File: config.mk
export PLATFORM = sky130hd
export DESIGN_NAME = dbg_axil_regs_flat
export DESIGN_NICKNAME = d
export VERILOG_FILES = /design/src/dbg_pkg.sv /design/src/dbg_buf_if.sv /design/src/dbg_axil_regs.sv /design/src/flat_wrapper.sv
export SDC_FILE = /design/constraint.sdc
export NUM_CORES = 1
export LEC_CHECK = 0
export ABC_CLOCK_PERIOD_IN_PS = 1500
export BUFFER_PORTS_ARGS = -buffer_cell sky130_fd_sc_hd__buf_4
export CAP_MARGIN = 40
export CELL_PAD_IN_SITES_DETAIL_PLACEMENT = 1
export CELL_PAD_IN_SITES_GLOBAL_PLACEMENT = 1
export CORE_MARGIN = 3
export CORE_UTILIZATION = 30
export CTS_CLUSTER_DIAMETER = 60
export CTS_CLUSTER_SIZE = 30
export DETAILED_ROUTE_END_ITERATION = 6
export PLACE_DENSITY_LB_ADDON = 0.1
export SLEW_MARGIN = 5
export SYNTH_ARGS = -nofsm -noshare
export SYNTH_HDL_FRONTEND = slang
export SYNTH_SLANG_ARGS = --single-unit
File: constraint.sdc
create_clock -name txclk -period 1.5 [get_ports txclk]
set_input_delay 0.15 -clock txclk [delete_from_list [all_inputs] [get_ports txclk]]
set_output_delay 0.15 -clock txclk [all_outputs]
set_load 0.02 [all_outputs]
File: src/dbg_pkg.sv
`default_nettype none

package dbg_pkg;

    // capture memory geometry
    localparam int sample_depth = 256;
    localparam int addr_w       = 8;    // log2 of sample_depth
    localparam int cnt_w        = 8;    // readout count minus one

    // transmit side
    localparam int tx_w = 32;

    // register bus
    localparam int axi_addr_w = 5;
    localparam int axi_data_w = 32;

    localparam logic [axi_addr_w-1:0] reg_ctrl    = 5'h00;  // arm pulses, write only
    localparam logic [axi_addr_w-1:0] reg_status  = 5'h04;  // done flags and busy
    localparam logic [axi_addr_w-1:0] reg_rd_addr = 5'h08;
    localparam logic [axi_addr_w-1:0] reg_rd_cfg  = 5'h0C;  // count minus one and mode
    localparam logic [axi_addr_w-1:0] reg_start   = 5'h10;  // readout kick, write only

    localparam logic [1:0] axi_resp_okay   = 2'd0;
    localparam logic [1:0] axi_resp_slverr = 2'd2;

    // channel A probe, one full word
    typedef logic [31:0] probe_a_t;

    // channel B probe
    typedef struct packed {
        logic [7:0] event_code;  // upper byte
        logic [7:0] flags;       // lower byte
    } probe_b_t;

    // readout selection, zero means nothing to stream
    typedef enum logic [1:0] {
        mode_a  = 2'd1,
        mode_b  = 2'd2,
        mode_ab = 2'd3   // A then B for each address
    } readout_mode_t;

endpackage

`default_nettype wire

File: src/dbg_buf_if.sv
`timescale 1ns/1ps
`default_nettype none

// link between register block, one capture buffer and the readout engine
interface dbg_buf_if #(
    parameter type sample_t = dbg_pkg::probe_a_t
);
    import dbg_pkg::*;

    logic              arm;      // single-cycle request to start a capture
    logic              done;     // level, set once the window is full
    logic              rd_en;
    logic [addr_w-1:0] rd_addr;
    sample_t           rd_data;  // one cycle after rd_en

    modport regs (
        output arm,
        input  done
    );

    modport buffer (
        input  arm,
        output done,
        input  rd_en,
        input  rd_addr,
        output rd_data
    );

    modport reader (
        output rd_en,
        output rd_addr,
        input  rd_data
    );

endinterface

`default_nettype wire

File: src/dbg_axil_regs.sv
`timescale 1ns/1ps
`default_nettype none

module dbg_axil_regs (
    input  wire                                txclk,
    input  wire                                rstn,
    // AXI4-Lite slave
    input  wire  [dbg_pkg::axi_addr_w-1:0]     awaddr,
    input  wire                                awvalid,
    output logic                               awready,
    input  wire  [dbg_pkg::axi_data_w-1:0]     wdata,
    input  wire  [dbg_pkg::axi_data_w/8-1:0]   wstrb,
    input  wire                                wvalid,
    output logic                               wready,
    output logic [1:0]                         bresp,
    output logic                               bvalid,
    input  wire                                bready,
    input  wire  [dbg_pkg::axi_addr_w-1:0]     araddr,
    input  wire                                arvalid,
    output logic                               arready,
    output logic [dbg_pkg::axi_data_w-1:0]     rdata,
    output logic [1:0]                         rresp,
    output logic                               rvalid,
    input  wire                                rready,
    // capture channels
    dbg_buf_if.regs                            buf_a,
    dbg_buf_if.regs                            buf_b,
    // readout request
    output logic                               start,
    output logic [dbg_pkg::addr_w-1:0]         rd_addr,
    output logic [dbg_pkg::cnt_w-1:0]          rd_count_m1,
    output dbg_pkg::readout_mode_t             mode,
    input  wire                                busy
);
    import dbg_pkg::*;

    logic                  wr_hs;     // address and data taken together
    logic                  rd_hs;
    logic                  wr_known;
    logic                  rd_known;
    logic [axi_data_w-1:0] rd_word;

    assign wr_hs   = awvalid && wvalid && !bvalid;
    assign awready = wr_hs;
    assign wready  = wr_hs;
    assign rd_hs   = arvalid && !rvalid;
    assign arready = !rvalid;

    assign wr_known = awaddr inside {reg_ctrl, reg_status, reg_rd_addr, reg_rd_cfg, reg_start};

    // write side, pulses last exactly one cycle
    always_ff @(posedge txclk or negedge rstn) begin
        if (!rstn) begin
            bvalid      <= 1'b0;
            buf_a.arm   <= 1'b0;
            buf_b.arm   <= 1'b0;
            start       <= 1'b0;
            rd_addr     <= '0;
            rd_count_m1 <= '0;
            mode        <= readout_mode_t'(2'd0);
        end else begin
            buf_a.arm <= 1'b0;
            buf_b.arm <= 1'b0;
            start     <= 1'b0;
            if (bvalid && bready)
                bvalid <= 1'b0;
            if (wr_hs) begin
                bvalid <= 1'b1;
                case (awaddr)
                    reg_ctrl: begin
                        if (wstrb[0]) begin
                            buf_a.arm <= wdata[0];
                            buf_b.arm <= wdata[1];
                        end
                    end
                    reg_rd_addr: begin
                        if (wstrb[0])
                            rd_addr <= wdata[addr_w-1:0];
                    end
                    reg_rd_cfg: begin
                        if (wstrb[0])
                            rd_count_m1 <= wdata[cnt_w-1:0];
                        if (wstrb[1])
                            mode <= readout_mode_t'(wdata[9:8]);
                    end
                    reg_start: begin
                        if (wstrb[0])
                            start <= wdata[0];
                    end
                    default: ;  // status is read only
                endcase
            end
        end
    end

    always_ff @(posedge txclk) begin
        if (wr_hs)
            bresp <= wr_known ? axi_resp_okay : axi_resp_slverr;
    end

    // read mux
    always_comb begin
        rd_word  = '0;
        rd_known = 1'b1;
        case (araddr)
            reg_ctrl, reg_start: rd_word = '0;  // write only, reads as zero
            reg_status:  rd_word[2:0]        = {busy, buf_b.done, buf_a.done};
            reg_rd_addr: rd_word[addr_w-1:0] = rd_addr;
            reg_rd_cfg:  rd_word[9:0]        = {mode, rd_count_m1};
            default:     rd_known            = 1'b0;
        endcase
    end

    always_ff @(posedge txclk or negedge rstn) begin
        if (!rstn)
            rvalid <= 1'b0;
        else if (rd_hs)
            rvalid <= 1'b1;
        else if (rready)
            rvalid <= 1'b0;
    end

    always_ff @(posedge txclk) begin
        if (rd_hs) begin
            rdata <= rd_word;
            rresp <= rd_known ? axi_resp_okay : axi_resp_slverr;
        end
    end

endmodule

`default_nettype wire

File: src/flat_wrapper.sv
// flat-port wrapper written by rule: the top's interface ports become plain ports
module dbg_axil_regs_flat import dbg_pkg::*;
  (txclk, rstn, awaddr, awvalid, awready, wdata, wstrb, wvalid, wready, bresp, bvalid, bready, araddr, arvalid, arready, rdata, rresp, rvalid, rready, start, rd_addr, rd_count_m1, mode, busy, buf_a_arm, buf_a_done, buf_b_arm, buf_b_done);
  dbg_buf_if buf_a_i ();
  dbg_buf_if buf_b_i ();
  input  wire txclk;
  input  wire rstn;
  input  wire  [dbg_pkg::axi_addr_w-1:0] awaddr;
  input  wire awvalid;
  output logic awready;
  input  wire  [dbg_pkg::axi_data_w-1:0] wdata;
  input  wire  [dbg_pkg::axi_data_w/8-1:0] wstrb;
  input  wire wvalid;
  output logic wready;
  output logic [1:0] bresp;
  output logic bvalid;
  input  wire bready;
  input  wire  [dbg_pkg::axi_addr_w-1:0] araddr;
  input  wire arvalid;
  output logic arready;
  output logic [dbg_pkg::axi_data_w-1:0] rdata;
  output logic [1:0] rresp;
  output logic rvalid;
  input  wire rready;
  output logic start;
  output logic [dbg_pkg::addr_w-1:0] rd_addr;
  output logic [dbg_pkg::cnt_w-1:0] rd_count_m1;
  output dbg_pkg::readout_mode_t mode;
  input  wire busy;
  output wire logic [$bits(buf_a_i.arm)-1:0] buf_a_arm;
  input wire logic [$bits(buf_a_i.done)-1:0] buf_a_done;
  output wire logic [$bits(buf_b_i.arm)-1:0] buf_b_arm;
  input wire logic [$bits(buf_b_i.done)-1:0] buf_b_done;
  assign buf_a_arm = buf_a_i.arm;
  assign buf_a_i.done = buf_a_done;
  assign buf_b_arm = buf_b_i.arm;
  assign buf_b_i.done = buf_b_done;
  dbg_axil_regs u_core (.txclk(txclk), .rstn(rstn), .awaddr(awaddr), .awvalid(awvalid), .awready(awready), .wdata(wdata), .wstrb(wstrb), .wvalid(wvalid), .wready(wready), .bresp(bresp), .bvalid(bvalid), .bready(bready), .araddr(araddr), .arvalid(arvalid), .arready(arready), .rdata(rdata), .rresp(rresp), .rvalid(rvalid), .rready(rready), .buf_a(buf_a_i), .buf_b(buf_b_i), .start(start), .rd_addr(rd_addr), .rd_count_m1(rd_count_m1), .mode(mode), .busy(busy));
endmodule
==> impl_metrics.json <==
{
  "synthDistinctLibCells": 27,
  "global_route_overflow": 0,
  "critical_path_required_ns": 1.66,
  "critical-path-top-delay-family": "simple AND/OR/NAND/NOR gates",
  "clkSlewWorstSetupHoldPaths_ns": 0.07,
  "fraction_of_the_core_area_covered_by_cells_at_the_end_of_the_flow_pct": 44.9,
  "worst_skew_pair.late_latency_ns": 0.28,
  "net-switching-power_mw": 0.632,
  "grt_first_pass_wirelength_um": 6250,
  "min-delay-start": "rready",
  "gpl.final_weighted_congestion": 0.744,
  "grt.total_usage_pct": 12.9,
  "post_route_cells_drive_above_1_share_pct": 51.4,
  "power_frac_clock_pct": 34.6,
  "status": "completed",
  "synth_seq_area_share_pct": 55.9,
  "areaGrowthSynthToFinish_pct": 40.4,
  "detail_route.wirelength_um": 4160,
  "hold-worst-slack_ns": 0.0364,
  "crit_arrival_ns": 1.65,
  "r2r_setup_slk_ns": 0.01,
  "achievable-frequency_ghz": 0.672,
  "number_of_drc_markers_after_the_initial_detailed_route_iteration": 31,
  "timing.critical_path.from": "u_core.bvalid",
  "root_buffer": "clkbuf_8",
  "first_global_vias": 1289,
  "grt_max_degree": 24,
  "post_synth.cell_area_avg_um2": 12.9,
  "timing.critical_path.to_type": "flip-flop",
  "final_worst_setup_slack_ns": 0.0113,
  "rsz0062_at_grt": "true",
  "post-route-period-util_pct": 99.2,
  "hold_class": "primary input to flip-flop",
  "pre_cts_worst_setup_slack_ns": -0.00557,
  "power.sequential.fraction_pct": 45.8,
  "core.rowCount": 26,
  "sw_frac_of_total_pct": 26.6,
  "placeableCoreArea_um2": 5240,
  "grt_antenna_before_repair": 0,
  "cts-root-to-sink-buffers": 2,
  "synth_area_um2": 1670,
  "power_per_cell_area_nw_per_um2": 1010,
  "cpMaxStageDelayCell": "dfrtp_2",
  "place_hpwl_um": 3280,
  "cts_sinks": 35,
  "area_of_the_die_um2": 6510,
  "max-vdd-ir-drop_uv": 375,
  "most-common-layout-cells": "buf_4 (71), conb_1 (24), dfrtp_1 (22)",
  "floorplan.initialDensity_pct": 32.0,
  "vias_per_cell": 4.29,
  "clock-skew-final_ns": 0.00696,
  "critical_path_class": "flip-flop to flip-flop",
  "final_nets": 265,
  "final_hold_vio_count": 0,
  "dr_total_vias": 1202,
  "detailedRoute.firstPassIterationCount": 4,
  "drv_slew": 0,
  "worstReg2RegStart": "u_core.bvalid",
  "die-width_um": 80.7,
  "synthesis.instances": 130,
  "final_common_cell": "buf_4",
  "path_cells": "and4b_1, and3b_2, buf_6, mux2_2",
  "worst-path-max-fanout": 5,
  "postSynthRegisterBits": 35,
  "tritoncts": "built",
  "maxCapViolations": 0,
  "crit_buf_inv": 1,
  "wl_per_cell_um": 14.8,
  "h-tree-depth": 2,
  "cp_slowest_stage_delay_ns": 0.40,
  "port_buffers": 69,
  "drc_errors": 0,
  "intPower_mw": 1.74,
  "die_height_um": 80.7,
  "finalSetupViolations": 0,
  "floorplan.io_pins": 118,
  "power.static_leakage_nw": 1.19,
  "insertedDiodeCount": 0,
  "critical_path.startpoint_type": "flip-flop",
  "cts_inserted_buffers": 5,
  "yosysWarningCount": 0,
  "finalCriticalPeriod_ns": 1.49,
  "ant_nets": 0,
  "filler_cell_count": 593,
  "comb_power_share_pct": 19.5
}
-- cell type report --
cell class	count	area [um2]	share of cell area (%)
flip-flops and latches	35	937	39.9
clock inverters	3	38.8	1.65
repair buffers	76	588	25.0
clock buffers	5	68.8	2.93
inverters	4	15.0	0.639
well taps	70	87.6	3.73
multi-input cells	87	616	26.2
-- path summary, 6_finish.rpt --
path,end,cells past startpoint
max,u_core.rd_addr[6],4
min,u_core.rvalid,2
max reg2reg,u_core.rd_addr[6],4
min reg2reg,u_core.rd_addr[6],1
max in group asynchronous,u_core.bvalid,2
min in group asynchronous,u_core.rvalid,2
-- registers in the layout, indices dropped and copies added (netlist names) --
name and count:
u_core.rd_count_m1 8, u_core.rvalid 1, u_core.rresp 1, u_core.buf_a.arm 1, u_core.mode 2, u_core.rd_addr 8
u_core.start 1, u_core.bresp 1, u_core.buf_b.arm 1, u_core.rdata 10, u_core.bvalid 1
-- routing by layer --
layer	GRT usage (%)	vias to the layer above	routed length [um]
met5	0	-	0
met4	5.07	0	64
met3	3.25	7	342
met2	22.6	63	2120
met1	15.0	569	1630
li1	-	563	-
-- per-stage QoR --
step           cell area [um2]  power (mW)  setup TNS, ns  cells
2_1_floorplan             1760        1.38              0    153
3_3_place_gp              2200        1.56        -0.0774    270
3_5_place_dp              2200        1.57       -0.00966    270
4_1_cts                   2330        2.41              0    280
5_1_grt                   2350        2.49         -0.155    280
6_report                  2350        2.38              0    280
-- power groups by stage --
stage               Combinational, mW  Sequential [mW]  Clock [mW]
finish                          0.464             1.09       0.823
global route                    0.500             1.10       0.893
CTS                             0.463             1.09       0.852
detailed placement              0.459             1.11           0
global placement                0.450             1.11           0
floorplan                       0.203             1.18           0
-- Yosys cell counts --
library cell	n	area share, %
a21o_1	1	0.45
a22oi_1	3	1.3
and2_1	1	0.37
and3_1	2	0.75
and3b_1	2	1.0
and4b_1	1	0.60
buf_2	1	0.30
buf_4	25	11
buf_6	1	0.67
conb_1	1	0.22
dfrtp_1	23	34
edfxtp_1	12	22
inv_1	4	0.90
mux2_2	21	14
mux2i_1	5	3.0
nand2_1	2	0.45
nand3_1	1	0.30
nand3_2	1	0.60
nand4_1	1	0.37
nor2_1	11	2.5
nor2b_1	2	0.75
nor3_1	3	0.90
nor3b_1	1	0.45
nor4b_4	1	1.4
o21ai_0	2	0.60
o21bai_1	1	0.45
or3_1	1	0.37
-- cells by family (layout without fill, tap and decap cells) --
kind of cell    Yosys count  in the layout  share of synthesized area (%)
flops                    35             35                           55.9
buf+inv                  31             88                           13.1
simple gates             30             30                           10.8
mux                      26             26                           17.1
compound gates            7              7                           2.84
other cells               1             24                          0.224
-- timing repair --
action,in CTS,in global routing
hold buffers,1,0
pin swaps,0,0
gates resized for setup,2,6
hold endpoints to repair,23,0
buffers inserted,1,0
setup endpoints to repair,5,10
cloned,0,0
(Power assumes the default switching activity.)
