==> src/dbg_pkg.sv <==
`default_nettype none

package dbg_pkg;

    // capture memory geometry
    localparam int sample_depth = 256;
    localparam int addr_w       = 8;    // log2 of sample_depth
    localparam int cnt_w        = 8;    // readout count minus one

    // transmit side
    localparam int tx_w = 32;

    // register bus
    localparam int axi_addr_w = 5;
    localparam int axi_data_w = 32;

    localparam logic [axi_addr_w-1:0] reg_ctrl    = 5'h00;  // arm pulses, write only
    localparam logic [axi_addr_w-1:0] reg_status  = 5'h04;  // done flags and busy
    localparam logic [axi_addr_w-1:0] reg_rd_addr = 5'h08;
    localparam logic [axi_addr_w-1:0] reg_rd_cfg  = 5'h0C;  // count minus one and mode
    localparam logic [axi_addr_w-1:0] reg_start   = 5'h10;  // readout kick, write only

    localparam logic [1:0] axi_resp_okay   = 2'd0;
    localparam logic [1:0] axi_resp_slverr = 2'd2;

    // channel A probe, one full word
    typedef logic [31:0] probe_a_t;

    // channel B probe
    typedef struct packed {
        logic [7:0] event_code;  // upper byte
        logic [7:0] flags;       // lower byte
    } probe_b_t;

    // readout selection, zero means nothing to stream
    typedef enum logic [1:0] {
        mode_a  = 2'd1,
        mode_b  = 2'd2,
        mode_ab = 2'd3   // A then B for each address
    } readout_mode_t;

endpackage

`default_nettype wire

==> src/dbg_buf_if.sv <==
`timescale 1ns/1ps
`default_nettype none

// link between register block, one capture buffer and the readout engine
interface dbg_buf_if #(
    parameter type sample_t = dbg_pkg::probe_a_t
);
    import dbg_pkg::*;

    logic              arm;      // single-cycle request to start a capture
    logic              done;     // level, set once the window is full
    logic              rd_en;
    logic [addr_w-1:0] rd_addr;
    sample_t           rd_data;  // one cycle after rd_en

    modport regs (
        output arm,
        input  done
    );

    modport buffer (
        input  arm,
        output done,
        input  rd_en,
        input  rd_addr,
        output rd_data
    );

    modport reader (
        output rd_en,
        output rd_addr,
        input  rd_data
    );

endinterface

`default_nettype wire

==> src/dbg_readout.sv <==
`timescale 1ns/1ps
`default_nettype none

module dbg_readout (
    input  wire                           txclk,
    input  wire                           rstn,
    input  wire                           start,
    input  wire  [dbg_pkg::addr_w-1:0]    rd_addr,
    input  wire  [dbg_pkg::cnt_w-1:0]     rd_count_m1,
    input  wire  dbg_pkg::readout_mode_t  mode,
    output logic                          busy,
    dbg_buf_if.reader                     buf_a,
    dbg_buf_if.reader                     buf_b,
    input  wire                           tx_ready,
    output logic                          tx_datavalid,
    output logic                          tx_datalast,
    output logic [dbg_pkg::tx_w-1:0]      tx_portdata
);
    import dbg_pkg::*;

    logic              accept;
    logic              issuing;     // reads still to be issued
    logic [cnt_w:0]    words_left;  // remaining reads minus one
    logic [addr_w-1:0] addr_q;
    logic              chan_b;      // next read goes to channel B
    logic              ab_q;        // interleaved request
    logic              rd_issue;
    logic              rd_pend;     // read data arrives this cycle
    logic              pend_b;
    logic              pend_last;
    logic [tx_w-1:0]   push_data;
    logic              pop;

    // two-entry output queue
    logic [tx_w-1:0]   q_data [2];
    logic              q_last [2];
    logic              q_wp;
    logic              q_rp;
    logic [1:0]        q_cnt;

    assign accept = start && !busy && (mode inside {mode_a, mode_b, mode_ab});
    assign pop    = tx_datavalid && tx_ready;

    // queued plus in-flight words never exceed two
    assign rd_issue = issuing && ((q_cnt + rd_pend - pop) < 2'd2);

    assign buf_a.rd_en   = rd_issue && !chan_b;
    assign buf_b.rd_en   = rd_issue && chan_b;
    assign buf_a.rd_addr = addr_q;
    assign buf_b.rd_addr = addr_q;

    always_ff @(posedge txclk or negedge rstn) begin
        if (!rstn) begin
            busy       <= 1'b0;
            issuing    <= 1'b0;
            words_left <= '0;
            addr_q     <= '0;
            chan_b     <= 1'b0;
            ab_q       <= 1'b0;
            rd_pend    <= 1'b0;
        end else begin
            rd_pend <= rd_issue;
            if (accept) begin
                busy       <= 1'b1;
                issuing    <= 1'b1;
                addr_q     <= rd_addr;
                chan_b     <= (mode == mode_b);
                ab_q       <= (mode == mode_ab);
                words_left <= (mode == mode_ab) ? {rd_count_m1, 1'b1} : {1'b0, rd_count_m1};
            end else if (rd_issue) begin
                words_left <= words_left - 1'b1;
                if (words_left == '0)
                    issuing <= 1'b0;
                if (ab_q && !chan_b) begin
                    chan_b <= 1'b1;            // B word of the same address
                end else begin
                    chan_b <= ab_q ? 1'b0 : chan_b;
                    addr_q <= addr_q + 1'b1;   // wraps at sample_depth
                end
            end
            if (pop && tx_datalast)
                busy <= 1'b0;
        end
    end

    always_ff @(posedge txclk) begin
        if (rd_issue) begin
            pend_b    <= chan_b;
            pend_last <= (words_left == '0);
        end
    end

    // widen, B is zero-extended
    assign push_data = pend_b ? {{(tx_w - $bits(buf_b.rd_data)){1'b0}}, buf_b.rd_data}
                              : tx_w'(buf_a.rd_data);

    always_ff @(posedge txclk) begin
        if (rd_pend) begin
            q_data[q_wp] <= push_data;
            q_last[q_wp] <= pend_last;
        end
    end

    always_ff @(posedge txclk or negedge rstn) begin
        if (!rstn) begin
            q_wp  <= 1'b0;
            q_rp  <= 1'b0;
            q_cnt <= 2'd0;
        end else begin
            if (rd_pend)
                q_wp <= ~q_wp;
            if (pop)
                q_rp <= ~q_rp;
            q_cnt <= q_cnt + rd_pend - pop;
        end
    end

    // head entry stays put until it transfers
    assign tx_datavalid = (q_cnt != 2'd0);
    assign tx_datalast  = tx_datavalid && q_last[q_rp];
    assign tx_portdata  = q_data[q_rp];

endmodule

`default_nettype wire

==> src/flat_wrapper.sv <==
// flat-port wrapper written by rule: the top's interface ports become plain ports
module dbg_readout_flat import dbg_pkg::*;
  (txclk, rstn, start, rd_addr, rd_count_m1, mode, busy, tx_ready, tx_datavalid, tx_datalast, tx_portdata, buf_a_rd_en, buf_a_rd_addr, buf_a_rd_data, buf_b_rd_en, buf_b_rd_addr, buf_b_rd_data);
  dbg_buf_if buf_a_i ();
  dbg_buf_if buf_b_i ();
  input  wire txclk;
  input  wire rstn;
  input  wire start;
  input  wire  [dbg_pkg::addr_w-1:0] rd_addr;
  input  wire  [dbg_pkg::cnt_w-1:0] rd_count_m1;
  input  wire  dbg_pkg::readout_mode_t mode;
  output logic busy;
  input  wire tx_ready;
  output logic tx_datavalid;
  output logic tx_datalast;
  output logic [dbg_pkg::tx_w-1:0] tx_portdata;
  output wire logic [$bits(buf_a_i.rd_en)-1:0] buf_a_rd_en;
  output wire logic [$bits(buf_a_i.rd_addr)-1:0] buf_a_rd_addr;
  input wire logic [$bits(buf_a_i.rd_data)-1:0] buf_a_rd_data;
  output wire logic [$bits(buf_b_i.rd_en)-1:0] buf_b_rd_en;
  output wire logic [$bits(buf_b_i.rd_addr)-1:0] buf_b_rd_addr;
  input wire logic [$bits(buf_b_i.rd_data)-1:0] buf_b_rd_data;
  assign buf_a_rd_en = buf_a_i.rd_en;
  assign buf_a_rd_addr = buf_a_i.rd_addr;
  assign buf_a_i.rd_data = buf_a_rd_data;
  assign buf_b_rd_en = buf_b_i.rd_en;
  assign buf_b_rd_addr = buf_b_i.rd_addr;
  assign buf_b_i.rd_data = buf_b_rd_data;
  dbg_readout u_core (.txclk(txclk), .rstn(rstn), .start(start), .rd_addr(rd_addr), .rd_count_m1(rd_count_m1), .mode(mode), .busy(busy), .buf_a(buf_a_i), .buf_b(buf_b_i), .tx_ready(tx_ready), .tx_datavalid(tx_datavalid), .tx_datalast(tx_datalast), .tx_portdata(tx_portdata));
endmodule
==> config.mk <==
export PLATFORM = sky130hd
export DESIGN_NAME = dbg_readout_flat
export DESIGN_NICKNAME = d
export VERILOG_FILES = /design/src/dbg_pkg.sv /design/src/dbg_buf_if.sv /design/src/dbg_readout.sv /design/src/flat_wrapper.sv
export SDC_FILE = /design/constraint.sdc
export NUM_CORES = 1
export LEC_CHECK = 0
export BUFFER_PORTS_ARGS = -buffer_cell sky130_fd_sc_hd__buf_2
export CAP_MARGIN = 20
export CORE_MARGIN = 2
export CORE_UTILIZATION = 30
export CTS_BUF_LIST = sky130_fd_sc_hd__clkbuf_8
export CTS_CLUSTER_SIZE = 40
export DETAILED_ROUTE_END_ITERATION = 10
export HOLD_SLACK_MARGIN = 0.1
export SLEW_MARGIN = 20
export SYNTH_ARGS = -nofsm -noshare
export SYNTH_HDL_FRONTEND = slang
export SYNTH_SLANG_ARGS = --single-unit
==> constraint.sdc <==
create_clock -name txclk -period 2.75 [get_ports txclk]
set_input_delay 0.1375 -clock txclk [delete_from_list [all_inputs] [get_ports txclk]]
set_output_delay 0.1375 -clock txclk [all_outputs]
set_load 0.02 [all_outputs]
==> flow_metrics.tcl, run 1 <==
set metrics [dict create \
    fin_setup_tns_ns 0 \
    synth_cells 308 \
    drc_errors 0 \
    io_pins 139 \
    final_common_cell "buf_2" \
    worstSetupEndpoint "buf_a_rd_en" \
    min_path_cells 4 \
    ctsLongestPathBuffers 2 \
    firstDrtPassIters 4 \
    yosysTopAreaCell "edfxtp_1" \
    cts_tree "done" \
    fin_nets 615 \
    max-vdd-ir-drop_v 0.000789 \
    yosys-top-cells-area "edfxtp_1 (47%), mux2_2 (17%), dfrtp_1 (15%)" \
    regArea_sq_mm 0.00269 \
    synth_warnings 0 \
    via_per_inst 4.52 \
    tightest_slew_ns 0.913 \
    rsz0062_at_grt "false" \
    r2r.worst_path.cells 11 \
    fin_worst_skew_ns 0.0110 \
    synthesis.nets 398 \
    vias 3228 \
    track_usage_pct 13.2 \
    worstReg2RegStart "u_core.q_cnt[1]$_DFF_PN0_" \
    grt_pass1_wl_um 16200 \
    synth_cell_type_count 41 \
    worstHoldPathType "in2reg" \
    r2r_end "u_core.buf_a.rd_addr[7]$_DFFE_PN0P_" \
    finalWeightedCongestion 0.753 \
    required_ns 2.61 \
    start_util_pct 30.4 \
    drive_gt1_share_pct 43.8 \
    num_rows 44 \
    cp_max_fo 10 \
    chipWidth_um 125 \
    setup_viol 0 \
    synth_seq_cells 94 \
    cp-startpoint "u_core.q_cnt[1]$_DFF_PN0_" \
    critPathArrivalTime_ns 2.45 \
    seq_area_frac_synth_pct 61.7 \
    critical_path_class "reg2out" \
    p_per_area_mw_per_mm2 1110 \
    most-common-layout-cells "buf_2 (138), dlygate4sd3_1 (84), edfxtp_1 (68)" \
    coreArea_sq_mm 0.0144 \
    fmax_mhz 387 \
    yosysTopAreaCellShare_pct 46.8 \
    fill_cells 1333 \
    syn_area_per_cell_sq_um 14.2 \
    ant_nets 0 \
    synth_edf_count 68 \
    hold_viol_final 0 \
    min_period_ns 2.58 \
    utilization_pct 43.5 \
    portBuffers 138 \
    syn_area_sq_mm 0.00436 \
    antenna_found_initial 0 \
    start_kind "register" \
    cts_max_level 3 \
    wl_per_cell_um 14.1 \
    maxSlewViolCount 0 \
    multi_input_comb_area_sq_mm 0.00152 \
    cts.sinks 94 \
    hpwl_um 6480 \
    diodes 0 \
    synth_flop_cell "edfxtp_1" \
    clk_latency_ns 0.37 \
    slew_headroom_pct 39.1 \
    cts_buffers 9 \
    regToRegSetupSlack_ns 0.22 \
    leakage_nw 2.52 \
    synthArstFlopShare_pct 27.7 \
    maxCapViolCount 0 \
    path_clk_slew_ns 0.09 \
    dieArea_sq_mm 0.0155 \
    fp.dieH_um 125 \
    root_buffer "clkbuf_8" \
    status "finished, final reports clean" \
    end_kind "output port" \
    drtIter0Drc 86 \
    grt_max_degree 35 \
    gr-total-overflow 0 \
    grt_pass1_vias 3345 \
    wirelength_um 10100 \
    post-route-period-util_pct 94.0 \
    area_growth_syn_to_layout_pct 43.3 \
]
state kept, by name (all words and copies together), names as in the netlist, 2 cells and up:
signal,flops
u_core.buf_a.rd_addr,8
u_core.words_left,9
u_core.q_data,64
u_core.q_cnt,2
u_core.q_last,2
cell type report:
| type | count | share of cell area (%) |
|---|---|---|
| repair buffers | 229 | 25.4 |
| inverters | 8 | 0.520 |
| well taps | 184 | 3.68 |
| multi-input cells | 183 | 24.4 |
| flip-flops and latches | 94 | 43.1 |
| clock inverters | 7 | 1.02 |
| clock buffers | 9 | 1.98 |
cell usage after synthesis, drive strengths merged (5+ instances only):
cell type and count:
nand3 5, xnor2 5, a21oi 10, and3 6
dfrtp 26, clkbuf 9, xor2 8, nor2 13
edfxtp 68, or3 5, nand4 8, mux2 64
o21ai 9, a31oi 5, buf 14, inv 8
a211oi 6, nand2 9
layer usage:
metal | track usage [%] | up-vias | wire length, um
met5 | 0 | - | 0
met1 | 15.1 | 1538 | 4210
met3 | 3.39 | 11 | 554
li1 | - | 1579 | -
met2 | 23.5 | 100 | 5140
met4 | 5.35 | 0 | 167
power by group:
part / leakage [nW] / switching (mW) / internal [mW]
Combinational: 1.50 / 1.85 / 1.53
Sequential: 0.933 / 0.392 / 2.28
Clock: 0.0945 / 0.493 / 0.414
stage by stage:
step | cell area, sq um | hold WS [ns] | setup slack [ns] | instances | power [mW]
after global routing | 6260 | 0.164 | 0.0109 | 714 | 7.44
after global placement | 5210 | 0.181 | 0.213 | 613 | 5.73
after detailed placement | 5210 | 0.180 | 0.135 | 613 | 5.83
after floorplan | 4360 | -0.158 | 0.190 | 308 | 4.91
final | 6260 | 0.137 | 0.166 | 714 | 6.95
after CTS | 6250 | 0.111 | 0.0622 | 713 | 7.03
how the worst min path moves through the flow:
stage | from | end | slack (ns)
after floorplan | rstn | u_core.ab_q$_DFFE_PN0N_ | -0.16
after global placement | rstn | u_core.words_left[3]$_DFFE_PN0P_ | 0.18
after detailed placement | rstn | u_core.busy$_DFFE_PN0P_ | 0.18
after CTS | start | u_core.busy$_DFFE_PN0P_ | 0.11
after global routing | start | u_core.busy$_DFFE_PN0P_ | 0.16
final | start | u_core.busy$_DFFE_PN0P_ | 0.14
critical path: stages, from the launching register on:
cell,delay [ns]
dfrtp_1,0.42
nor2_2,0.13
inv_1,0.05
and2_1,0.18
ha_1,0.28
inv_1,0.04
ha_1,0.17
xnor3_2,0.25
buf_6,0.16
nand2_4,0.08
nor2_1,0.14
buf_2,0.18
logic make-up after synthesis:
family	after synthesis	share of synthesized area, %
buf+inv	31	3.64
xor+xnor	14	3.15
flops	94	61.7
simple gates	62	8.14
fa+ha+maj	4	1.15
mux	67	17.2
compound gates	36	5.02
timing repair:
item                       CTS  global route
resized for setup            1             1
setup endpoints to repair    2             2
hold buffers                84             0
pin swaps                    1             0
hold endpoints to repair   110             0
setup buffers                0             1
cloned                       0             0
Power figures use the tool's default switching activity.
==> run 2, diff against run 1 <==
- clock period: 2.75 -> 2.6 ns (I/O delays scaled with it)
==> run 2 against run 1 <==
Against the previous run: sequential cell count stayed put; cell count is 0.70% higher; clock-buffer cell count stayed put; die area stayed put; sequential share of layout area is 0.64 points lower; clock skew hardly changed; non-clock buffer count is 6 higher; design area is 1.5% higher; hold slack better by 0.10 ns; largest cell class unchanged; largest power group unchanged.
==> flow_metrics.tcl, run 2 (synthesis gave the netlist of run 1 again) <==
set metrics [dict create \
    antenna_found_initial 0 \
    diodes 0 \
    cts_tree "done" \
    cp_max_fo 7 \
    crit_family "simple AND/OR/NAND/NOR gates" \
    most-common-layout-cells "buf_2 (136), dlygate4sd3_1 (85), edfxtp_1 (68)" \
    cts.sinks 94 \
    hold_start "start" \
    start_util_pct 30.4 \
    num_rows 44 \
    path_depth 11 \
    cts_max_level 3 \
    max-vdd-ir-drop_v 0.000690 \
    grt_pass1_vias 3405 \
    area_growth_syn_to_layout_pct 45.5 \
    leakage_nw 2.56 \
    fin_nets 621 \
    fin_worst_skew_ns 0.0106 \
    drc_errors 0 \
    regMostFlops "u_core.q_data" \
    rsz0062_at_grt "false" \
    ctsLongestPathBuffers 2 \
    seq_power_share_pct 36.8 \
    gr-total-overflow 0 \
    via_per_inst 4.53 \
    track_usage_pct 13.2 \
    maxSlewViolCount 0 \
    chipWidth_um 125 \
    worstSetupEndpoint "buf_b_rd_en" \
    dieArea_sq_mm 0.0155 \
    slowest_stage "dfrtp_1" \
    drive_gt1_share_pct 44.9 \
    maxCapViolCount 0 \
    hold_viol_final 0 \
    wl_per_cell_um 13.8 \
    min_period_ns 2.50 \
    portBuffers 138 \
    r2r.worst_path.cells 12 \
    wirelength_um 9930 \
    grt_pass1_wl_um 16300 \
    tightest_slew_ns 0.686 \
    slew_headroom_pct 54.3 \
    p_comb_share_pct 51.1 \
    crit_chain "nor2_2, inv_2, and2_4, ha_1, inv_1, ha_1, xnor3_2, buf_6, nand2_8, nor2_4, buf_6" \
    clkPwrFrac_pct 12.1 \
    post-route-period-util_pct 96.0 \
    slowest_delay_ns 0.41 \
    end_kind "output port" \
    final_common_cell "buf_2" \
    path_buf_inv 4 \
    r2r_end "u_core.buf_a.rd_addr[5]$_DFFE_PN0P_" \
    io_pins 139 \
    critPathArrivalTime_ns 2.37 \
    setup_viol 0 \
    firstDrtPassIters 4 \
    cp-startpoint "u_core.q_cnt[0]$_DFF_PN0_" \
    path_clk_slew_ns 0.09 \
    fin_setup_tns_ns 0 \
    grt_max_degree 27 \
    root_buffer "clkbuf_8" \
    critical_path_class "reg2out" \
    required_ns 2.47 \
    finalWeightedCongestion 0.777 \
    swShare_pct 38.9 \
    status "finished, final reports clean" \
    vias 3256 \
    clk_latency_ns 0.37 \
    coreArea_sq_mm 0.0144 \
    cts_buffers 9 \
    fp.dieH_um 125 \
    worstHoldPathType "in2reg" \
    start_kind "register" \
    power_mw 7.60 \
    regToRegSetupSlack_ns 0.12 \
    ant_nets 0 \
    fmax_mhz 401 \
    largest_register_ffs 64 \
    p_int_mw 4.64 \
    power.switching_mw 2.96 \
    p_per_area_mw_per_mm2 1200 \
    drtIter0Drc 116 \
    hpwl_um 6540 \
    worstReg2RegStart "u_core.q_cnt[0]$_DFF_PN0_" \
]
-- run 2: worst min-delay path by stage --
stage                                                  end  slack (ns)  cells after the start
final                            u_core.chan_b$_DFFE_PN0P_        0.24                      4
after global routing               u_core.ab_q$_DFFE_PN0N_        0.26                      4
after CTS                        u_core.chan_b$_DFFE_PN0P_        0.19                      4
after detailed placement           u_core.busy$_DFFE_PN0P_        0.17                      1
after global placement    u_core.words_left[5]$_DFFE_PN0P_        0.17                      1
after floorplan                    u_core.ab_q$_DFFE_PN0N_       -0.17                      0
-- run 2: routing by layer --
layer | up-vias | routed length, um | GRT usage, %
met2 | 89 | 5100 | 23.4
met4 | 0 | 151 | 5.16
met5 | - | 0 | 0
li1 | 1590 | - | -
met3 | 10 | 457 | 2.75
met1 | 1567 | 4220 | 15.7
-- run 2: cell type report --
class	instances	area (sq um)
tap	184	230
timing repair buffer	235	1660
sequential	94	2690
clock buffer	9	124
inverter	8	32.5
clock inverter	6	55.1
fill	1298	8020
multi-input combinational	183	1550
-- run 2: repair_timing --
item | CTS | global route
setup buffers | 1 | 1
hold endpoints to repair | 110 | 0
resized for setup | 5 | 8
pin swaps | 1 | 4
hold buffers | 85 | 0
gates cloned | 0 | 0
endpoints found under the setup margin | 8 | 8
-- run 2: tightest hold or removal path: stages --
cell,delay [ns]
buf_2,0.10
nor2b_1,0.19
nand2_1,0.09
a22oi_1,0.06
-- run 2: per-stage QoR --
step           util (%)  setup slack [ns]  instance area (sq um)  instances  hold WS [ns]
2_1_floorplan         -            0.0402                   4360        308        -0.166
3_3_place_gp       36.6            0.0901                   5260        617         0.168
3_5_place_dp       36.6           0.00744                   5260        617         0.171
4_1_cts            43.9            0.0265                   6310        718         0.188
5_1_grt            44.2           0.00113                   6350        719         0.259
6_report           44.2             0.104                   6350        719         0.237
-- run 2: power by group through the flow --
stage               logic, mW  clock network, mW  registers, mW
global placement         3.36                  0           2.80
floorplan                2.44                  0           2.75
global route             4.22               1.03           2.88
detailed placement       3.42                  0           2.83
CTS                      3.78              0.970           2.81
finish                   3.88              0.922           2.80
